[src/design/latticePkg.sv]
`default_nettype none

package latticePkg;

    localparam int nodeCount = 128;
    localparam int dimension = 7;   // One node per subset of dimension elements

    typedef logic [nodeCount - 1:0] graph_t;             // Bit i set when node i is present
    typedef logic [3:0] tag_t;
    typedef logic [$clog2(nodeCount + 1) - 1:0] count_t; // 0 to nodeCount

    typedef enum logic [1:0] {
        OpPruneUp,
        OpPruneDown,
        OpPruneBoth  // Upward pass first and then downward
    } pruneOp_e;

    typedef enum logic {
        DirUp,
        DirDown
    } pruneDir_e;

    typedef struct packed {
        pruneOp_e op;
        tag_t     tag;
        graph_t   graph;
    } pruneReq_t;

    // One request as it moves through the stages
    typedef struct packed {
        tag_t   tag;
        graph_t origGraph;  // Mask as accepted and kept for the changed flag
        graph_t graph;      // Mask after the stages so far
        logic   bypassUp;
        logic   bypassDown;
    } pruneBeat_t;

    typedef struct packed {
        tag_t   tag;
        graph_t graph;
        count_t count;
        logic   changed;
    } pruneRes_t;

endpackage

`default_nettype wire

[src/design/pruneDecode.sv]
`default_nettype none

module pruneDecode (
    input  logic                   clk,
    input  logic                   rstN,
    input  logic                   inValid,
    input  latticePkg::pruneReq_t  inReq,
    input  logic                   advance,
    output logic                   decValid,
    output latticePkg::pruneBeat_t decBeat
);

    import latticePkg::*;

    pruneBeat_t nextBeat;

    // Each opcode turns off the pass it does not ask for
    always_comb begin
        nextBeat.tag        = inReq.tag;
        nextBeat.origGraph  = inReq.graph;
        nextBeat.graph      = inReq.graph;
        nextBeat.bypassUp   = (inReq.op == OpPruneDown);
        nextBeat.bypassDown = (inReq.op == OpPruneUp);
    end

    always_ff @(posedge clk) begin
        if (!rstN) begin
            decValid <= 1'b0;
        end else if (advance) begin
            decValid <= inValid;
        end
    end

    always_ff @(posedge clk) begin
        if (advance) begin
            decBeat <= nextBeat;
        end
    end

endmodule

`default_nettype wire

[src/design/leafPruneStage.sv]
`default_nettype none

module leafPruneStage #(
    parameter latticePkg::pruneDir_e direction = latticePkg::DirUp
) (
    input  logic                   clk,
    input  logic                   rstN,
    input  logic                   advance,
    input  logic                   beatValidIn,
    input  latticePkg::pruneBeat_t beatIn,
    output logic                   beatValidOut,
    output latticePkg::pruneBeat_t beatOut
);

    import latticePkg::*;

    graph_t graphIn;
    graph_t pruned;
    logic   bypass;

    assign graphIn = beatIn.graph;
    assign bypass  = (direction == DirUp) ? beatIn.bypassUp : beatIn.bypassDown;

    // Bottom and top of the lattice are never leaves
    assign pruned[0]             = graphIn[0];
    assign pruned[nodeCount - 1] = graphIn[nodeCount - 1];

    for (genvar node = 1; node < nodeCount - 1; node++) begin : gNode
        logic [dimension - 1:0] lowerBits;  // Neighbors with one element removed
        logic [dimension - 1:0] upperBits;  // Neighbors with one element added
        logic [dimension - 1:0] oneSide;
        logic [dimension - 1:0] otherSide;
        logic                   exactlyOne;

        for (genvar b = 0; b < dimension; b++) begin : gBit
            if (((node >> b) & 1) == 1) begin : gSet
                assign lowerBits[b] = graphIn[node & ~(1 << b)];
                assign upperBits[b] = 1'b0;
            end else begin : gClear
                assign lowerBits[b] = 1'b0;
                assign upperBits[b] = graphIn[node | (1 << b)];
            end
        end

        if (direction == DirUp) begin : gUp
            assign oneSide   = lowerBits;
            assign otherSide = upperBits;
        end else begin : gDown
            assign oneSide   = upperBits;
            assign otherSide = lowerBits;
        end

        // Nonzero with no second bit set
        assign exactlyOne = (oneSide != '0) && ((oneSide & (oneSide - 1'b1)) == '0);

        assign pruned[node] = graphIn[node] & ~(exactlyOne & ~(|otherSide));
    end

    always_ff @(posedge clk) begin
        if (!rstN) begin
            beatValidOut <= 1'b0;
        end else if (advance) begin
            beatValidOut <= beatValidIn;
        end
    end

    always_ff @(posedge clk) begin
        if (advance) begin
            beatOut       <= beatIn;
            beatOut.graph <= bypass ? graphIn : pruned;  // Bypassed beat still costs a cycle
        end
    end

endmodule

`default_nettype wire

[src/design/pruneExecute.sv]
`default_nettype none

module pruneExecute (
    input  logic                   clk,
    input  logic                   rstN,
    input  logic                   advance,
    input  logic                   decValid,
    input  latticePkg::pruneBeat_t decBeat,
    output logic                   exeValid,
    output latticePkg::pruneBeat_t exeBeat
);

    import latticePkg::*;

    logic       upValid;
    pruneBeat_t upBeat;  // Between the two passes

    // Upward pass always runs before the downward one
    leafPruneStage #(
        .direction(DirUp)
    ) u_upStage (
        .clk          (clk),
        .rstN         (rstN),
        .advance      (advance),
        .beatValidIn  (decValid),
        .beatIn       (decBeat),
        .beatValidOut (upValid),
        .beatOut      (upBeat)
    );

    leafPruneStage #(
        .direction(DirDown)
    ) u_downStage (
        .clk          (clk),
        .rstN         (rstN),
        .advance      (advance),
        .beatValidIn  (upValid),
        .beatIn       (upBeat),
        .beatValidOut (exeValid),
        .beatOut      (exeBeat)
    );

endmodule

`default_nettype wire

[src/design/pruneResult.sv]
`default_nettype none

module pruneResult (
    input  logic                   clk,
    input  logic                   rstN,
    input  logic                   exeValid,
    input  latticePkg::pruneBeat_t exeBeat,
    input  logic                   outReady,
    output logic                   outValid,
    output latticePkg::pruneRes_t  outRes,
    output logic                   advance
);

    import latticePkg::*;

    pruneRes_t nextRes;

    function automatic count_t popCount(input graph_t graph);
        count_t sum;
        sum = '0;
        for (int i = 0; i < nodeCount; i++) begin
            sum = sum + count_t'(graph[i]);
        end
        return sum;
    endfunction

    // Whole pipeline stalls while a result waits
    assign advance = !outValid || outReady;

    always_comb begin
        nextRes.tag     = exeBeat.tag;
        nextRes.graph   = exeBeat.graph;
        nextRes.count   = popCount(exeBeat.graph);
        nextRes.changed = (exeBeat.graph != exeBeat.origGraph);
    end

    always_ff @(posedge clk) begin
        if (!rstN) begin
            outValid <= 1'b0;
        end else if (advance) begin
            outValid <= exeValid;
        end
    end

    always_ff @(posedge clk) begin
        if (advance) begin
            outRes <= nextRes;  // Held while outReady is low
        end
    end

endmodule

`default_nettype wire

[src/design/graphPruneTop.sv]
`default_nettype none

module graphPruneTop (
    input  logic                  clk,
    input  logic                  rstN,
    input  logic                  inValid,
    output logic                  inReady,
    input  latticePkg::pruneReq_t inReq,
    output logic                  outValid,
    input  logic                  outReady,
    output latticePkg::pruneRes_t outRes
);

    import latticePkg::*;

    logic       advance;
    logic       decValid;
    pruneBeat_t decBeat;
    logic       exeValid;
    pruneBeat_t exeBeat;

    assign inReady = advance;

    pruneDecode u_pruneDecode (
        .clk      (clk),
        .rstN     (rstN),
        .inValid  (inValid),
        .inReq    (inReq),
        .advance  (advance),
        .decValid (decValid),
        .decBeat  (decBeat)
    );

    pruneExecute u_pruneExecute (
        .clk      (clk),
        .rstN     (rstN),
        .advance  (advance),
        .decValid (decValid),
        .decBeat  (decBeat),
        .exeValid (exeValid),
        .exeBeat  (exeBeat)
    );

    pruneResult u_pruneResult (
        .clk      (clk),
        .rstN     (rstN),
        .exeValid (exeValid),
        .exeBeat  (exeBeat),
        .outReady (outReady),
        .outValid (outValid),
        .outRes   (outRes),
        .advance  (advance)
    );

endmodule

`default_nettype wire

[config.mk]
export PLATFORM = sky130hd
export DESIGN_NAME = graphPruneTop
export DESIGN_NICKNAME = d
export VERILOG_FILES = /design/src/design/latticePkg.sv /design/src/design/pruneDecode.sv /design/src/design/leafPruneStage.sv /design/src/design/pruneExecute.sv /design/src/design/pruneResult.sv /design/src/design/graphPruneTop.sv
export SDC_FILE = /design/constraint.sdc
export NUM_CORES = 1
export LEC_CHECK = 0
export ABC_AREA = 0
export BUFFER_PORTS_ARGS = -buffer_cell sky130_fd_sc_hd__buf_2
export CAP_MARGIN = 20
export CELL_PAD_IN_SITES_DETAIL_PLACEMENT = 1
export CELL_PAD_IN_SITES_GLOBAL_PLACEMENT = 2
export CORE_MARGIN = 5
export CORE_UTILIZATION = 27
export CTS_BUF_LIST = sky130_fd_sc_hd__clkbuf_4
export DETAILED_ROUTE_END_ITERATION = 12
export PLACE_DENSITY = 0.55
export SLEW_MARGIN = 15
export SYNTH_ARGS = -nofsm -noshare
export SYNTH_HDL_FRONTEND = slang
export SYNTH_SLANG_ARGS = --single-unit
[constraint.sdc]
create_clock -name clk -period 74.4 [get_ports clk]
set_clock_uncertainty 0.1 [all_clocks]
set_input_delay 7.44 -clock clk [delete_from_list [all_inputs] [get_ports clk]]
set_output_delay 7.44 -clock clk [all_outputs]
set_load 0.01 [all_outputs]
### After elaboration in Yosys (flattened, before gate mapping)

Cells that the tools add are included.

| storage, ports and cells | value |
|---|---|
| register bits after elaboration | 800 |
| latch bits | 0 |
| memory bits (writable) | 0 |
| memory bits (read-only) | 0 |
| memories | 0 |

| cells by class | value |
|---|---|
| add/subtract/negate cells | 379 |
| multipliers | 0 |
| div/mod/pow operators | 0 |
| magnitude comparators | 0 |
| eq/ne operators | 2 |
| shift-type cells | 0 |
| multiplexer cells | 2 |
| bitwise gates (word level) | 1248 |
| reductions and logical operators | 983 |

Operators with widths:

| kind | count |
|---|---|
| $logic_not A7 Y1 | 252 |
| $reduce_bool A7 Y1 | 238 |
| $add A8 B1 Y8 | 126 |
| $and A7 B7 Y7 | 126 |
| $sub A7 B1 Y7 const B | 126 |
| $and A1 B1 Y1 | 504 |
| $not A1 Y1 | 492 |
| $and A6 B7 Y7 | 64 |
| $sub A6 B1 Y7 const B | 64 |
| $reduce_or A4 Y1 | 70 |
| $mux W127 | 2 |
| $logic_and A1 B1 Y1 | 252 |
| $and A5 B7 Y7 | 32 |
| $reduce_or A3 Y1 | 70 |
| $reduce_or A5 Y1 | 42 |
| $sub A5 B1 Y6 const B | 32 |
| $ne A128 B128 Y1 | 1 |
| $and A4 B7 Y7 | 16 |
| $reduce_or A2 Y1 | 42 |
| $reduce_or A6 Y1 | 14 |
| $sub A4 B1 Y5 const B | 16 |
| $and A3 B7 Y7 | 8 |
| $sub A3 B1 Y4 const B | 8 |
| $and A2 B7 Y7 | 4 |
| 8 further kinds | 13 |

### Longest topological paths before layout

Gate-level depths: netlist of the first run.

| logic depth | value |
|---|---|
| depth in word-level cells | 127 |
| gate-level depth with buffers | 25 |
| depth with buffers taken out | 25 |

### Hierarchy

Synthesis of the first run repeated with hierarchy kept, for this count alone.

| unflattened totals | value |
|---|---|
| cell total of the unflattened synthesis | 3224 |
| area, all modules | 40791.6 µm² |

Modules (own cells, without submodules):

| module | times used | cells an instance | area each (µm²) | sequential area each (µm²) |
|---|---|---|---|---|
| leafPruneStage at u_pruneExecute.u_downStage | 1 | 1160 | 13366.6 | 7887.6 |
| leafPruneStage at u_pruneExecute.u_upStage | 1 | 1148 | 13344.0 | 7887.6 |
| pruneResult | 1 | 649 | 9049.9 | 4254.1 |
| pruneDecode | 1 | 267 | 5031.1 | 4043.9 |

### Least setup slack after synthesis of the first run

OpenSTA, ideal clock, no wires.

| timing path | value |
|---|---|
| kind | input port to output port |
| start point | input port outReady |
| end point | output port inReady |
| arrival | 29130 ps |
| required time | 66860 ps |
| setup slack | 37730 ps |
| stages on the path | 2 |
| cell sequence | nand2b_1 clkbuf_1 |

| on the way | value |
|---|---|
| longest elaborated chain between the ends | 1 |

RTL lines:

| element | line | RTL |
|---|---|---|
| start, declared | graphPruneTop.sv:10 | `input logic outReady,` |
| $logic_or A1 B1 Y1 | pruneResult.sv:28 | `assign advance = !outValid \|\| outReady;` |
| end, declared | graphPruneTop.sv:7 | `output logic inReady,` |

No other way between the ends.

### Worst setup path in the final report of the first run

Ends and elaborated chain as after synthesis.

==> results of run 1 <==
==> per-layer routing <==
layer,wire length (µm),part of all wire
met5,305,0.0016
met1,82300,0.42
met3,14200,0.073
met2,88100,0.45
met4,8880,0.046
==> cell usage in the layout (no fill, tap or decap), types with 20 or more instances in the layout <==
master | Yosys | layout
a21boi_0 | 32 | 32
a21oi_1 | 71 | 71
a31oi_1 | 81 | 81
a41oi_1 | 21 | 21
buf_2 | 11 | 280
buf_4 | 1 | 37
clkbuf_4 | 0 | 324
clkinv_1 | 0 | 45
diode_2 | 0 | 29
edfxtp_1 | 792 | 792
fa_1 | 115 | 115
ha_1 | 26 | 26
inv_1 | 254 | 254
nand2_1 | 111 | 111
nand3b_1 | 20 | 20
nor2_1 | 156 | 156
nor3_1 | 89 | 89
nor4_1 | 83 | 81
o21a_1 | 31 | 31
o21ai_0 | 372 | 372
o31a_1 | 65 | 65
o41a_1 | 41 | 41
or4_1 | 63 | 63
xnor2_1 | 63 | 63
xor2_1 | 291 | 291
==> flip-flops by register name (all words and copies together), names as in the netlist <==
name                                     count
u_pruneExecute.u_upStage.beatOut           259
u_pruneExecute.u_downStage.beatOut         258
u_pruneResult.outRes                       141
u_pruneDecode.decBeat                      134
u_pruneDecode.decValid                       1
u_pruneExecute.u_downStage.beatValidOut      1
u_pruneExecute.u_upStage.beatValidOut        1
u_pruneResult.outValid                       1
==> logic make-up (layout without fill, tap and decap cells) <==
family / after synthesis / in the layout / share of synthesized area
compound gates: 779 / 779 / 0.124
xor+xnor: 354 / 354 / 0.0777
fa+ha+maj: 148 / 148 / 0.0676
buf+inv: 509 / 969 / 0.0500
flops: 796 / 796 / 0.598
mux: 5 / 5 / 0.00129
other cells: 0 / 29 / 0
simple gates: 619 / 619 / 0.0817
==> final cells by class <==
class / count / area share
Multi-Input combinational cell: 1905 / 0.306
Clock inverter: 70 / 0.00858
Antenna cell: 29 / 0.00158
Timing Repair Buffer: 320 / 0.0379
Clock buffer: 324 / 0.0530
Inverter: 255 / 0.0209
Sequential cell: 796 / 0.519
Tap cell: 1930 / 0.0526
==> final timing paths <==
path	slack [ns]	endpoint	start	cells after the start
max	58.81	inReady	outReady	3
min	0.26	u_pruneExecute.u_downStage.beatOut[248]	u_pruneExecute.u_upStage.beatOut[248]	0
max reg2reg	66.26	u_pruneResult.outRes[7]	u_pruneExecute.u_downStage.beatOut[52]	22
min reg2reg	0.26	u_pruneExecute.u_downStage.beatOut[248]	u_pruneExecute.u_upStage.beatOut[248]	0
==> worst max-delay path: cells and delay by family <==
family | cells | cell delay, ns
buf+inv | 2 | 0.32
simple gates | 1 | 0.27
==> through the flow <==
| step | hold slack, ns | setup slack [ns] | instance area (µm²) | util |
|---|---|---|---|---|
| 6_report | 0.258 | 58.81 | 45900 | 0.312 |
| 5_1_grt | 0.269 | 58.74 | 45900 | 0.312 |
| 3_5_place_dp | 0.306 | 58.73 | 43000 | 0.292 |
| 2_1_floorplan | 0.300 | 37.73 | 39900 | - |
| 3_3_place_gp | 0.301 | 58.73 | 43000 | 0.292 |
| 4_1_cts | 0.251 | 58.73 | 45900 | 0.311 |
==> out/metrics.csv, run 1 <==
metric,value,unit
Final Setup Violations,0,
CTS tree,yes,
layout cells sized above 1,0.192,
Post-DRT Antenna Nets,0,
critical path arrival,8.05,ns
GPL Wtd Cong,0.885,
initial core utilization,0.271,
routed via count,29700,
fin nets,3779,
first-pass GRT wire length,257,mm
CTS root buf,clkbuf_4,
Hold Path Class,reg -> reg,
peak fanout along the critical path,14,
global route total overflow,0,
outcome,completed,
DRC viols,0,
Die Wd,394,µm
Post-synth EDFFs,792,
total of max-cap violations,0,
drt wl/cell,34.4,µm
syn nets,3489,
CORE AREA,147000,µm²
Setup TNS,0,ns
DP Wirelength,142,mm
ys async rst share,0,
fillcell total,16100,
Worst setup SP type,input pin,
"Top FF cell, synth",edfxtp_1,
final wirelength,194,mm
syn_area_per_cell,12.4,µm²
clk sink count,796,
GRT Util Overall,0.243,
area of the multi-input gates,14100,µm²
Worst path slowest cell,nand2b_4,
Synth top area share,0.596,
max_slew headroom,0.141,
number of synthesized register bits,796,
"area leader, netlist",edfxtp_1,
Setup CP Type,in -> out,
Area Growth Syn to Fin,15.1,%
Mapped Cells,3210,
die height,394,µm
Critical Path Sink Type,primary output,
GR Layer Usage met2,0.385,
first drt pass iteration count,5,
setup bufs post-CTS,0,
M1 GR Usage,0.321,
sequential-to-total area share from yosys stat,0.598,
CP dominant cell by count,buf_2,
post-route non-filler standard cell count,5629,
die area,156000,µm²
Yosys cell types,61,
CP required,66.86,ns
pin count of the biggest net entering global routing,180,
Synth Warn #,0,
I/O Pins,281,
H-tree level count,4,
cts hold-fix bufs,0,
initial antenna violation count,58,
"Clk Latency, worst-skew pair",1.30,ns
post-CTS resize count,0,
IO buf count,280,
Site Rows,141,
Max stage delay on crit path,0.27,ns
worst path cell trace,buf_2 -> nand2b_4 -> buf_2,
final hold viol count,0,
most frequent cell after synthesis,edfxtp_1,
synthesized cell area,39900,µm²
RSZ-0062 raised after global routing,false,
actual slew at the worst max-slew pin,1.29,ns
Max Transition Viols Final,0,
FF+latch area,23900,µm²
busiest grt layer,met2,
vias in the first global route,29400,
Final Cycle Share,0.210,
dominant cells by area after synthesis,"edfxtp_1 60%, xor2_1 6.4%, fa_1 5.8%",
most instantiated cells after synthesis,"792 x edfxtp_1, 372 x o21ai_0, 291 x xor2_1, 254 x inv_1, 215 x clkbuf_1",
CTS Buffer Depth,3,
clk slew on worst S/H paths,0.06,ns
1st-iter DRT viols,3196,
vias per cell,5.28,
Max Freq,0.0641,GHz
Placed Cells,5206,
Tmin final,15.59,ns
CTS Buf Count,222,
grt met3 use,0.0544,
Power of run 1 is not shown: default switching activity piles up to over one toggle a cycle in this logic, so the estimate is an artifact.
==> run 2, diff against run 1 <==
--- a/config.mk
+++ b/config.mk
@@ -14,7 +14,7 @@
 export CORE_UTILIZATION = 27
 export CTS_BUF_LIST = sky130_fd_sc_hd__clkbuf_4
 export DETAILED_ROUTE_END_ITERATION = 12
-export PLACE_DENSITY = 0.55
+export PLACE_DENSITY = 0.57
 export SLEW_MARGIN = 15
 export SYNTH_ARGS = -nofsm -noshare
 export SYNTH_HDL_FRONTEND = slang
==> constraint.sdc (replaced) <==
create_clock -name clk -period 13.8 [get_ports clk]
set_clock_uncertainty 0.1 [all_clocks]
set_input_delay 1.38 -clock clk [delete_from_list [all_inputs] [get_ports clk]]
set_output_delay 1.38 -clock clk [all_outputs]
set_load 0.01 [all_outputs]
==> out/metrics.csv, run 2 (synthesis results as in run 1) <==
metric,value,unit
Max Freq,0.128,GHz
H-tree level count,4,
Hold Path Class,in -> reg,
CTS Buf Count,227,
global route total overflow,0,
Worst path slowest cell,fa_1,
CORE AREA,147000,µm²
1st-iter DRT viols,3184,
Critical Path Sink Type,flop,
RSZ-0062 raised after global routing,false,
Setup CP Type,reg -> reg,
fin nets,3809,
DRC viols,0,
Logic pwr share,0.602,
"Clk Latency, worst-skew pair",1.27,ns
dpl ws,5.89,ns
worst path cell trace,fa_1 -> inv_1 -> fa_1 -> inv_1 -> fa_1 -> fa_1 -> inv_1 -> fa_1 -> fa_1 -> inv_1 -> fa_1 -> inv_1 -> fa_1 -> fa_1 -> fa_1 -> fa_1 -> fa_1 -> nor2b_1 -> o21ai_0 -> a21boi_0 -> or4b_1 -> nand3_1,
critical path arrival,8.67,ns
placed cell area,43100,µm²
first-pass GRT wire length,261,mm
worst vdd ir,1100,µV
Max Transition Viols Final,0,
peak fanout along the critical path,3,
post-route cell area,46300,µm²
Area Growth Syn to Fin,16.0,%
first drt pass iteration count,5,
"commonest non-fill, non-tap cells in the layout","792 x edfxtp_1, 372 x o21ai_0, 329 x clkbuf_4, 291 x xor2_1, 280 x buf_2",
GRT Util Overall,0.246,
Post-DRT Antenna Nets,0,
cell family with most CP delay,adder cells,
Net Switching,6.59,mW
CP required,14.69,ns
max reg flops,259,
sequential fraction of design power,0.249,
total of max-cap violations,0,
initial core utilization,0.271,
fillcell total,16000,
post-CTS resize count,0,
die height,394,µm
Max stage delay on crit path,0.63,ns
die area,156000,µm²
clk sink count,796,
"leading cell type in the layout, fill and taps excluded",edfxtp_1,
routed via count,29800,
initial antenna violation count,73,
Reg with most FFs,u_pruneExecute.u_upStage.beatOut,
Pleak,17.4,nW
outcome,completed,
IO buf count,280,
final core occ,0.314,
layout cells sized above 1,0.193,
clk slew on worst S/H paths,0.07,ns
pin count of the biggest net entering global routing,167,
DP Wirelength,147,mm
Final WS setup,6.02,ns
I/O Pins,281,
CTS root buf,clkbuf_4,
max_slew headroom,0.209,
sw frac,0.434,
vias in the first global route,29400,
Pwr Total,15.2,mW
final hold viol count,0,
PwrDens,328,nW/µm²
actual slew at the worst max-slew pin,1.17,ns
Tmin final,7.78,ns
final wirelength,196,mm
CTS Buffer Depth,3,
cell internal pwr,8.59,mW
Worst setup SP type,flop,
Top Registers,"u_pruneExecute.u_upStage.beatOut (259), u_pruneExecute.u_downStage.beatOut (258), u_pruneResult.outRes (141)",
clock share of power,0.149,
CTS tree,yes,
worst path bufs/invs,5,
vias per cell,5.27,
drt wl/cell,34.6,µm
Final Cycle Share,0.564,
GPL Wtd Cong,0.919,
Site Rows,141,
Setup TNS,0,ns
CP dominant cell by count,fa_1,
Final Setup Violations,0,
Die Wd,394,µm
run 2: final cells by class:
type | count | area [µm²] | share of cell area
clock buffer | 329 | 2470 | 0.0534
timing repair buffer | 345 | 1970 | 0.0427
clock inverter | 68 | 468 | 0.0101
tap | 1930 | 2410 | 0.0522
sequential | 796 | 23900 | 0.516
multi-input combinational | 1905 | 14000 | 0.304
inverter | 255 | 960 | 0.0207
antenna | 31 | 77.6 | 0.00168
run 2: layer usage:
metal	part of all wire	GRT usage
met3	0.076	0.0575
met4	0.041	0.0975
met2	0.46	0.394
met5	0.0018	0
met1	0.42	0.323
run 2: timing repair:
item	CTS	global route
hold endpoints to repair	19	0
buffers inserted	0	0
hold buffers	19	0
run 2: worst reg2reg max path: stages, from the launching register on:
cell	delay [ns]
edfxtp_1	0.45
fa_1	0.63
inv_1	0.08
fa_1	0.49
inv_1	0.06
fa_1	0.49
fa_1	0.50
inv_1	0.05
fa_1	0.49
fa_1	0.50
inv_1	0.05
fa_1	0.48
inv_1	0.05
fa_1	0.57
fa_1	0.46
fa_1	0.46
fa_1	0.42
fa_1	0.42
nor2b_1	0.12
o21ai_0	0.10
a21boi_0	0.29
or4b_1	0.16
nand3_1	0.07
run 2: stage by stage:
stage / hold slack (ns) / cells
global placement: 0.301 / 5212
floorplan: 0.300 / 3210
CTS: 0.00766 / 5628
detailed placement: 0.305 / 5212
global route: 0.0882 / 5642
finish: 0.209 / 5659
run 2: final timing paths:
path	slack [ns]	startpoint	endpoint	cells past startpoint
max	6.02	u_pruneExecute.u_downStage.beatOut[122]	u_pruneResult.outRes[7]	22
min	0.21	inReq[8]	u_pruneDecode.decBeat[138]	1
max reg2reg	6.02	u_pruneExecute.u_downStage.beatOut[122]	u_pruneResult.outRes[7]	22
min reg2reg	0.26	u_pruneExecute.u_upStage.beatOut[173]	u_pruneExecute.u_downStage.beatOut[173]	0
run 2: power by group through the flow:
stage | Sequential (mW) | Combinational (mW) | Clock, mW
after detailed placement | 3.81 | 9.21 | 0
final | 3.77 | 9.14 | 2.27
after global placement | 3.81 | 9.05 | 0
after CTS | 3.76 | 9.31 | 2.35
after floorplan | 3.61 | 7.10 | 0
after global routing | 3.75 | 10.2 | 2.48
(Power assumes the default switching activity.)
